===== src/verilog/pipe_drp_pkg.sv =====
package pipe_drp_pkg;

    // DRP port geometry
    localparam int DRP_ADDR_W = 9;                       // attribute address bits
    localparam int DRP_DATA_W = 16;                      // register word bits

    // link rate input, 2 selects Gen3
    localparam int RATE_W = 2;

    // attribute register address
    typedef logic [DRP_ADDR_W-1:0] drp_addr_t;

    // read data, write data, keep mask and field value share this type
    typedef logic [DRP_DATA_W-1:0] drp_data_t;

    // attribute table entry number
    typedef logic [3:0] drp_index_t;

    // last entry of a full pass
    localparam drp_index_t INDEX_LAST = 4'd13;

endpackage


===== src/verilog/drp_input_sync.sv =====
`timescale 1ns/1ps

module drp_input_sync
(
    input  logic                               DRP_CLK,
    input  logic                               DRP_RST_N,
    input  logic                               drp_start,
    input  logic [pipe_drp_pkg::RATE_W-1:0]    drp_rate,
    input  logic                               drp_x16x20_mode,
    input  logic                               drp_x16,
    input  pipe_drp_pkg::drp_data_t            drp_do,
    input  logic                               drp_rdy,
    output logic                               start_sync,
    output logic [pipe_drp_pkg::RATE_W-1:0]    rate_sync,
    output logic                               x16x20_sync,
    output logic                               x16_sync,
    output pipe_drp_pkg::drp_data_t            do_sync,
    output logic                               rdy_sync
);
    import pipe_drp_pkg::*;

    // first stage, may go metastable
    (* ASYNC_REG = "TRUE" *) logic              start_r1;
    (* ASYNC_REG = "TRUE" *) logic [RATE_W-1:0] rate_r1;
    (* ASYNC_REG = "TRUE" *) logic              x16x20_r1;
    (* ASYNC_REG = "TRUE" *) logic              x16_r1;
    (* ASYNC_REG = "TRUE" *) drp_data_t         do_r1;
    (* ASYNC_REG = "TRUE" *) logic              rdy_r1;

    // second stage feeds the outputs
    (* ASYNC_REG = "TRUE" *) logic              start_r2;
    (* ASYNC_REG = "TRUE" *) logic [RATE_W-1:0] rate_r2;
    (* ASYNC_REG = "TRUE" *) logic              x16x20_r2;
    (* ASYNC_REG = "TRUE" *) logic              x16_r2;
    (* ASYNC_REG = "TRUE" *) drp_data_t         do_r2;
    (* ASYNC_REG = "TRUE" *) logic              rdy_r2;

    always_ff @(posedge DRP_CLK)
    begin
        if (!DRP_RST_N)
        begin
            start_r1  <= 1'b0;
            rate_r1   <= '0;
            x16x20_r1 <= 1'b0;
            x16_r1    <= 1'b0;
            do_r1     <= '0;
            rdy_r1    <= 1'b0;
            start_r2  <= 1'b0;
            rate_r2   <= '0;
            x16x20_r2 <= 1'b0;
            x16_r2    <= 1'b0;
            do_r2     <= '0;
            rdy_r2    <= 1'b0;
        end
        else
        begin
            start_r1  <= drp_start;
            rate_r1   <= drp_rate;
            x16x20_r1 <= drp_x16x20_mode;
            x16_r1    <= drp_x16;
            do_r1     <= drp_do;                    // same depth as rdy
            rdy_r1    <= drp_rdy;
            start_r2  <= start_r1;
            rate_r2   <= rate_r1;
            x16x20_r2 <= x16x20_r1;
            x16_r2    <= x16_r1;
            do_r2     <= do_r1;
            rdy_r2    <= rdy_r1;
        end
    end

    assign start_sync  = start_r2;
    assign rate_sync   = rate_r2;
    assign x16x20_sync = x16x20_r2;
    assign x16_sync    = x16_r2;
    assign do_sync     = do_r2;                     // lands with rdy_sync
    assign rdy_sync    = rdy_r2;

endmodule


===== src/verilog/drp_attr_table.sv =====
`timescale 1ns/1ps

module drp_attr_table
#(
    parameter bit PLL_SEL_QPLL = 1'b0,
    parameter bit TXBUF_EN     = 1'b0,
    parameter bit RXBUF_EN     = 1'b1
)
(
    input  pipe_drp_pkg::drp_index_t           index,
    input  logic [pipe_drp_pkg::RATE_W-1:0]    rate_sync,
    input  logic                               x16x20_sync,
    input  logic                               x16_sync,
    output pipe_drp_pkg::drp_addr_t            attr_addr,
    output pipe_drp_pkg::drp_data_t            attr_keep,
    output pipe_drp_pkg::drp_data_t            attr_value
);
    import pipe_drp_pkg::*;

    // keep masks, zeros on the field being patched
    localparam drp_data_t KEEP_B6_4  = 16'hFF8F;
    localparam drp_data_t KEEP_B2_0  = 16'hFFF8;
    localparam drp_data_t KEEP_B4    = 16'hFFEF;
    localparam drp_data_t KEEP_B13_11 = 16'hC7FF;
    localparam drp_data_t KEEP_B14   = 16'hBFFF;
    localparam drp_data_t KEEP_B11   = 16'hF7FF;
    localparam drp_data_t KEEP_B7    = 16'hFF7F;
    localparam drp_data_t KEEP_B6    = 16'hFFBF;
    localparam drp_data_t KEEP_B4_0  = 16'hFFE0;
    localparam drp_data_t KEEP_B1    = 16'hFFFD;

    // out dividers, QPLL runs at twice the CPLL rate
    localparam drp_data_t TXOUT_DIV_GEN12 = PLL_SEL_QPLL ? 16'h0020 : 16'h0010;
    localparam drp_data_t RXOUT_DIV_GEN12 = PLL_SEL_QPLL ? 16'h0002 : 16'h0001;

    logic gen3;
    logic txbuf_use;
    logic rxbuf_bypass;

    assign gen3         = (rate_sync == 2'd2);
    assign txbuf_use    = TXBUF_EN && !gen3;         // TX buffer only below Gen3
    assign rxbuf_bypass = gen3 && !RXBUF_EN;         // RX buffer off only at Gen3

    always_comb
    begin
        case (index)
            4'd0:
            begin
                if (x16x20_sync)
                begin
                    attr_addr  = 9'h011;             // RX data width, bit 11 only
                    attr_keep  = KEEP_B11;
                    attr_value = x16_sync ? 16'h0000 : 16'h0800;
                end
                else
                begin
                    attr_addr  = 9'h088;             // TX out divider
                    attr_keep  = KEEP_B6_4;
                    attr_value = gen3 ? 16'h0000 : TXOUT_DIV_GEN12;
                end
            end
            4'd1:
            begin
                attr_addr  = 9'h088;                 // RX out divider
                attr_keep  = KEEP_B2_0;
                attr_value = gen3 ? 16'h0000 : RXOUT_DIV_GEN12;
            end
            4'd2:
            begin
                attr_addr  = 9'h06B;                 // TX data width
                attr_keep  = KEEP_B2_0;
                attr_value = gen3 ? 16'h0004 : 16'h0003;
            end
            4'd3:
            begin
                attr_addr  = 9'h06B;                 // TX internal width
                attr_keep  = KEEP_B4;
                attr_value = gen3 ? 16'h0010 : 16'h0000;
            end
            4'd4:
            begin
                attr_addr  = 9'h011;                 // RX data width
                attr_keep  = KEEP_B13_11;
                attr_value = gen3 ? 16'h2000 : 16'h1800;
            end
            4'd5:
            begin
                attr_addr  = 9'h011;                 // RX internal width
                attr_keep  = KEEP_B14;
                attr_value = gen3 ? 16'h4000 : 16'h0000;
            end
            4'd6:
            begin
                attr_addr  = 9'h01C;                 // TX buffer enable
                attr_keep  = KEEP_B14;
                attr_value = txbuf_use ? 16'h4000 : 16'h0000;
            end
            4'd7:
            begin
                attr_addr  = 9'h09D;                 // RX buffer enable
                attr_keep  = KEEP_B1;
                attr_value = rxbuf_bypass ? 16'h0000 : 16'h0002;
            end
            4'd8:
            begin
                attr_addr  = 9'h059;                 // TX clock select, usrclk when bypassed
                attr_keep  = KEEP_B7;
                attr_value = txbuf_use ? 16'h0000 : 16'h0080;
            end
            4'd9:
            begin
                attr_addr  = 9'h059;                 // RX clock select
                attr_keep  = KEEP_B6;
                attr_value = rxbuf_bypass ? 16'h0040 : 16'h0000;
            end
            4'd10:
            begin
                attr_addr  = 9'h044;                 // clock correction use
                attr_keep  = KEEP_B14;
                attr_value = gen3 ? 16'h0000 : 16'h4000;
            end
            4'd11:
            begin
                attr_addr  = 9'h019;                 // TX drive mode
                attr_keep  = KEEP_B4_0;
                attr_value = gen3 ? 16'h0002 : 16'h0001;
            end
            4'd12:
            begin
                attr_addr  = 9'h0A7;                 // CDR hold in elec idle
                attr_keep  = KEEP_B11;
                attr_value = gen3 ? 16'h0000 : 16'h0800;
            end
            INDEX_LAST:
            begin
                attr_addr  = 9'h01E;                 // DFE/LPM hold in elec idle
                attr_keep  = KEEP_B14;
                attr_value = gen3 ? 16'h0000 : 16'h4000;
            end
            default:
            begin
                attr_addr  = '0;                     // out of range, word passes unchanged
                attr_keep  = '1;
                attr_value = '0;
            end
        endcase
    end

endmodule


===== src/verilog/drp_rmw_sequencer.sv =====
`timescale 1ns/1ps

module drp_rmw_sequencer
#(
    parameter int LOAD_CNT_MAX = 1
)
(
    input  logic                        DRP_CLK,
    input  logic                        DRP_RST_N,
    input  logic                        start_sync,
    input  logic                        x16x20_sync,
    input  logic                        rdy_sync,
    input  pipe_drp_pkg::drp_data_t     do_sync,
    input  pipe_drp_pkg::drp_addr_t     attr_addr,
    input  pipe_drp_pkg::drp_data_t     attr_keep,
    input  pipe_drp_pkg::drp_data_t     attr_value,
    output pipe_drp_pkg::drp_index_t    index,
    output pipe_drp_pkg::drp_addr_t     drp_addr,
    output logic                        drp_en,
    output logic                        drp_we,
    output pipe_drp_pkg::drp_data_t     drp_di,
    output logic                        drp_done
);
    import pipe_drp_pkg::*;

    localparam int LOAD_CNT_W = (LOAD_CNT_MAX > 0) ? $clog2(LOAD_CNT_MAX + 1) : 1;
    localparam logic [LOAD_CNT_W-1:0] LOAD_LAST = LOAD_CNT_W'(LOAD_CNT_MAX);

    typedef enum logic [2:0]
    {
        ST_IDLE,
        ST_LOAD,
        ST_READ,
        ST_READ_WAIT,
        ST_WRITE,
        ST_WRITE_WAIT,
        ST_DONE
    } state_t;

    state_t                state;
    logic [LOAD_CNT_W-1:0] load_cnt;
    logic                  pass_end;

    // x16/x20 mode stops after the single data-width entry
    assign pass_end = (index == INDEX_LAST) || (x16x20_sync && (index == '0));

    // load counter, lets the table outputs settle into drp_addr
    always_ff @(posedge DRP_CLK)
    begin
        if (!DRP_RST_N)
            load_cnt <= '0;
        else if ((state == ST_LOAD) && (load_cnt != LOAD_LAST))
            load_cnt <= load_cnt + 1'b1;
        else if (state != ST_LOAD)
            load_cnt <= '0;
    end

    // address and merged word follow the table every cycle
    always_ff @(posedge DRP_CLK)
    begin
        if (!DRP_RST_N)
        begin
            drp_addr <= '0;
            drp_di   <= '0;
        end
        else
        begin
            drp_addr <= attr_addr;
            drp_di   <= (do_sync & attr_keep) | attr_value;
        end
    end

    always_ff @(posedge DRP_CLK)
    begin
        if (!DRP_RST_N)
        begin
            state    <= ST_IDLE;
            index    <= '0;
            drp_done <= 1'b0;
        end
        else
        begin
            case (state)
                ST_IDLE:
                begin
                    index <= '0;
                    if (start_sync)
                    begin
                        state    <= ST_LOAD;
                        drp_done <= 1'b0;
                    end
                    else
                        drp_done <= 1'b1;       // sequencer at rest
                end
                ST_LOAD:
                begin
                    if (load_cnt == LOAD_LAST)
                        state <= ST_READ;
                end
                ST_READ:
                    state <= ST_READ_WAIT;      // read enable pulse
                ST_READ_WAIT:
                begin
                    if (rdy_sync)
                        state <= ST_WRITE;      // drp_di picks up do_sync here
                end
                ST_WRITE:
                    state <= ST_WRITE_WAIT;
                ST_WRITE_WAIT:
                begin
                    if (rdy_sync)
                        state <= ST_DONE;
                end
                ST_DONE:
                begin
                    if (pass_end)
                    begin
                        state <= ST_IDLE;
                        index <= '0;
                    end
                    else
                    begin
                        state <= ST_LOAD;
                        index <= index + drp_index_t'(1);
                    end
                end
                default:
                begin
                    state <= ST_IDLE;
                    index <= '0;
                end
            endcase
        end
    end

    assign drp_en = (state == ST_READ) || (state == ST_WRITE);
    assign drp_we = (state == ST_WRITE);

endmodule


===== src/verilog/pipe_drp_top.sv =====
`timescale 1ns/1ps

module pipe_drp_top
#(
    parameter bit PLL_SEL_QPLL = 1'b0,
    parameter bit TXBUF_EN     = 1'b0,
    parameter bit RXBUF_EN     = 1'b1,
    parameter int LOAD_CNT_MAX = 1
)
(
    input  logic                               DRP_CLK,
    input  logic                               DRP_RST_N,
    input  logic                               drp_start,
    input  logic [pipe_drp_pkg::RATE_W-1:0]    drp_rate,
    input  logic                               drp_x16x20_mode,
    input  logic                               drp_x16,
    input  pipe_drp_pkg::drp_data_t            drp_do,
    input  logic                               drp_rdy,
    output pipe_drp_pkg::drp_addr_t            drp_addr,
    output logic                               drp_en,
    output pipe_drp_pkg::drp_data_t            drp_di,
    output logic                               drp_we,
    output logic                               drp_done
);
    import pipe_drp_pkg::*;

    logic              start_sync;
    logic [RATE_W-1:0] rate_sync;
    logic              x16x20_sync;
    logic              x16_sync;
    drp_data_t         do_sync;
    logic              rdy_sync;

    drp_index_t        index;                        // sequencer steers the table
    drp_addr_t         attr_addr;
    drp_data_t         attr_keep;
    drp_data_t         attr_value;

    drp_input_sync u_sync
    (
        .DRP_CLK         (DRP_CLK),
        .DRP_RST_N       (DRP_RST_N),
        .drp_start       (drp_start),
        .drp_rate        (drp_rate),
        .drp_x16x20_mode (drp_x16x20_mode),
        .drp_x16         (drp_x16),
        .drp_do          (drp_do),
        .drp_rdy         (drp_rdy),
        .start_sync      (start_sync),
        .rate_sync       (rate_sync),
        .x16x20_sync     (x16x20_sync),
        .x16_sync        (x16_sync),
        .do_sync         (do_sync),
        .rdy_sync        (rdy_sync)
    );

    drp_attr_table
    #(
        .PLL_SEL_QPLL (PLL_SEL_QPLL),
        .TXBUF_EN     (TXBUF_EN),
        .RXBUF_EN     (RXBUF_EN)
    )
    u_table
    (
        .index       (index),
        .rate_sync   (rate_sync),
        .x16x20_sync (x16x20_sync),
        .x16_sync    (x16_sync),
        .attr_addr   (attr_addr),
        .attr_keep   (attr_keep),
        .attr_value  (attr_value)
    );

    drp_rmw_sequencer
    #(
        .LOAD_CNT_MAX (LOAD_CNT_MAX)
    )
    u_seq
    (
        .DRP_CLK     (DRP_CLK),
        .DRP_RST_N   (DRP_RST_N),
        .start_sync  (start_sync),
        .x16x20_sync (x16x20_sync),
        .rdy_sync    (rdy_sync),
        .do_sync     (do_sync),
        .attr_addr   (attr_addr),
        .attr_keep   (attr_keep),
        .attr_value  (attr_value),
        .index       (index),
        .drp_addr    (drp_addr),
        .drp_en      (drp_en),
        .drp_we      (drp_we),
        .drp_di      (drp_di),
        .drp_done    (drp_done)
    );

endmodule


===== config.mk =====
export PLATFORM = sky130hd
export DESIGN_NAME = pipe_drp_top
export DESIGN_NICKNAME = d
export VERILOG_FILES = /design/src/verilog/pipe_drp_pkg.sv /design/src/verilog/drp_input_sync.sv /design/src/verilog/drp_attr_table.sv /design/src/verilog/drp_rmw_sequencer.sv /design/src/verilog/pipe_drp_top.sv
export SDC_FILE = /design/constraint.sdc
export NUM_CORES = 1
export LEC_CHECK = 0
export ABC_AREA = 1
export BUFFER_PORTS_ARGS = -buffer_cell sky130_fd_sc_hd__clkbuf_2
export CELL_PAD_IN_SITES_DETAIL_PLACEMENT = 1
export CELL_PAD_IN_SITES_GLOBAL_PLACEMENT = 1
export CORE_AREA = 2 2 108 68
export CTS_BUF_LIST = sky130_fd_sc_hd__clkbuf_8
export DETAILED_ROUTE_END_ITERATION = 7
export DIE_AREA = 0 0 110 70
export GPL_ROUTABILITY_DRIVEN = 0
export PLACE_DENSITY = 0.85
export SETUP_SLACK_MARGIN = 0.15
export SLEW_MARGIN = 20
export SYNTH_ARGS = -nofsm -noshare
export SYNTH_HDL_FRONTEND = slang
export SYNTH_SLANG_ARGS = --single-unit

===== constraint.sdc =====
create_clock -name DRP_CLK -period 3.68 [get_ports DRP_CLK]
set_input_delay 0.368 -clock DRP_CLK [delete_from_list [all_inputs] [get_ports DRP_CLK]]
set_output_delay 0.368 -clock DRP_CLK [all_outputs]
set_load 0.03 [all_outputs]

==> flow_summary.json <==
{
  "numPortBuffers": 50,
  "endpoint_kind": "flip-flop",
  "n_antenna_cell": 0,
  "p_sw_uw": 713,
  "clkTransAtPathRegs_ns": 0.09,
  "layout_commonest_cell": "nand2_1",
  "multi_input_area_um2": 1040,
  "clock_skew_ns": 0.00615,
  "power.density_nw_per_um2": 589,
  "cts_num_sinks": 77,
  "drtAntennaViolNets": 0,
  "die-area_um2": 7700,
  "ff_latch_area_um2": 1540,
  "row_count": 24,
  "synth-seq-cells": 77,
  "num-nets-final": 446,
  "core_area_um2": 6880,
  "p_clk_share_pct": 30.0,
  "dr.pass1.iters": 4,
  "power.internal_mw": 1.30,
  "ys_types": 32,
  "worstPathMaxFanout": 8,
  "postCtsSetupBuffers": 0,
  "final.min_clock_period_ns": 1.97,
  "drt-initial-drc-count": 97,
  "routed_wl_um": 6710,
  "htreeDepth": 3,
  "grt_setup_unrepaired": "false",
  "slew_headroom_pct": 60.7,
  "drv_slew": 0,
  "cp.arrival_ns": 2.24,
  "gr-usage-all-layers_pct": 19.5,
  "synth_area_um2": 2920,
  "cts_resized": 0,
  "die_w_um": 110,
  "setup_violations": 0,
  "hold_viol_final": 0,
  "grt_remaining_overflow": 0,
  "max-cap-violations": 0,
  "leakage_nw": 1.95,
  "vias_per_cell": 4.64,
  "crit_required_ns": 3.94,
  "fin_tns_setup_ns": 0,
  "wl_per_cell_um": 13.1,
  "root_buffer": "clkbuf_8",
  "layout-drive-gt1-share_pct": 22.0,
  "io_pins": 52,
  "power_frac_seq_pct": 46.7,
  "fmax_mhz": 508,
  "status": "finished, final reports clean",
  "start_util_pct": 42.5,
  "ir_worst_vdd_mv": 0.211,
  "clk_latency_ns": 0.35,
  "worstSetupStartpointType": "flip-flop",
  "antenna_found_initial": 0,
  "totalPowerFinal_mw": 2.02,
  "grt_max_degree": 59,
  "cts_tree": "done",
  "syn_nets": 395,
  "p_comb_share_pct": 23.3,
  "drc_errors": 0,
  "syn2layout_area_growth_pct": 17.0,
  "grt_pass1_vias": 2364,
  "grt_pass1_wl_um": 11400,
  "yosysSeqAreaShare_pct": 52.7,
  "syn_inst": 367,
  "tightest_slew_ns": 0.588,
  "min_period_over_period_pct": 53.5,
  "num_vias": 2384,
  "avgSynthCellArea_um2": 7.97,
  "dieHeight_um": 70,
  "power_switching_share_pct": 35.3,
  "n_fill_cell": 884,
  "clock_path_buffers": 2,
  "crit_type": "reg -> reg",
  "yosys_warnings": 0,
  "cts-hold-fix-buffers": 0,
  "layout_common_cells": "nand2_1 (94), dfxtp_1 (77), inv_1 (70)",
  "dp_hpwl_um": 4940,
  "holdCritPathClass": "in -> reg",
  "cts_inserted_buffers": 9
}
==> cells by family (layout without fill, tap and decap cells) <==
kind of cell,count (synthesis),in the layout,share of synthesized area (%)
other cells,1,1,0.128
simple gates,164,164,26.0
fa+ha+maj,4,4,1.71
compound gates,34,34,7.27
xor+xnor,2,2,0.599
buf+inv,85,141,11.6
flops,77,77,52.7
==> layer usage <==
metal | share of wire, % | global-route usage [%] | up-vias
met1 | 48 | 26.2 | 1110
met5 | 0 | 0 | -
met3 | 5.1 | 6.35 | 5
met4 | 0.63 | 5.34 | 0
li1 | - | - | 1208
met2 | 46 | 29.9 | 61
==> metrics by stage <==
stage	setup slack, ns	instances	area, µm²	hold WS (ns)	util (%)
floorplan	2.10	367	2920	0.390	-
global placement	1.89	498	3240	0.394	47.1
finish	1.71	514	3420	0.192	49.8
CTS	1.71	514	3420	0.166	49.8
global route	1.56	514	3420	0.175	49.8
detailed placement	1.75	498	3240	0.401	47.1
==> final cells by class <==
type / instances / area share (%)
clock inverter: 7 / 1.83
inverter: 74 / 8.12
multi-input combinational: 205 / 30.5
sequential: 77 / 45.0
clock buffer: 9 / 3.62
timing repair buffer: 51 / 7.53
tap: 91 / 3.33
==> path summary, 6_finish.rpt <==
kind,from,depth (start not counted),slack (ns),endpoint
max,u_seq.index[1]$_SDFFE_PN0N_,9,1.71,u_seq.drp_di[11]$_SDFF_PN0_
min,drp_do[14],3,0.19,u_sync.do_r1[14]$_SDFF_PN0_
min reg2reg,u_sync.do_r1[6]$_SDFF_PN0_,2,0.42,u_sync.do_sync[6]$_SDFF_PN0_
max reg2reg,u_seq.index[1]$_SDFFE_PN0N_,9,1.71,u_seq.drp_di[11]$_SDFF_PN0_
==> synthesized netlist by cell type <==
cell type | number | share of area [%]
a41oi_1 | 2 | 0.60
inv_2 | 2 | 0.26
inv_1 | 70 | 9.0
buf_1 | 2 | 0.26
a21oi_2 | 2 | 0.60
nand3_2 | 3 | 1.0
ha_1 | 4 | 1.7
nand3_4 | 2 | 1.2
nand2_1 | 94 | 12
o21ai_4 | 1 | 0.56
o21ai_0 | 6 | 1.0
nor2_2 | 3 | 0.64
nor3_1 | 5 | 0.86
o211ai_1 | 1 | 0.26
dfxtp_1 | 77 | 53
buf_4 | 1 | 0.26
clkinv_1 | 2 | 0.26
nor2_1 | 25 | 3.2
nand4_1 | 1 | 0.21
nand3_1 | 18 | 3.1
o21ai_2 | 1 | 0.30
xor2_1 | 2 | 0.60
nand2_2 | 7 | 1.5
nor2_4 | 4 | 1.5
buf_6 | 2 | 0.77
a31oi_1 | 2 | 0.43
nand4_2 | 1 | 0.43
a211oi_1 | 3 | 0.77
nand3b_1 | 1 | 0.26
conb_1 | 1 | 0.13
clkbuf_1 | 6 | 0.77
a21oi_1 | 16 | 2.7
==> worst max-delay path, stage by stage (launching register included) <==
cell     delay, ns
dfxtp_1       0.41
inv_1         0.11
ha_1          0.33
o21ai_4       0.35
nand2_2       0.13
nor2_4        0.16
nand3_4       0.12
nand2_1       0.10
nand2_1       0.05
a21oi_1       0.13
==> state kept, by name, indices dropped and copies added, names as in the netlist <==
signal and count:
u_sync.x16_r1 1, u_seq.drp_di 16, u_seq.load_cnt 1, u_sync.rdy_r1 1, u_sync.x16x20_sync 1, u_sync.rate_r1 2
u_seq.index 4, u_sync.do_sync 16, u_sync.x16x20_r1 1, u_sync.start_sync 1, u_sync.do_r1 16, u_sync.start_r1 1
u_sync.rate_sync 2, u_sync.rdy_sync 1, u_seq.drp_addr 8, u_sync.x16_sync 1, u_seq.drp_done 1, u_seq.state 3
==> power by group through the flow <==
stage	Sequential [mW]	Clock [mW]	Combinational (mW)
5_1_grt	0.949	0.668	0.524
4_1_cts	0.942	0.630	0.471
2_1_floorplan	1.01	0	0.279
6_report	0.941	0.605	0.471
3_5_place_dp	0.961	0	0.466
3_3_place_gp	0.957	0	0.443
Note: power is estimated with default switching activity, not from simulation.
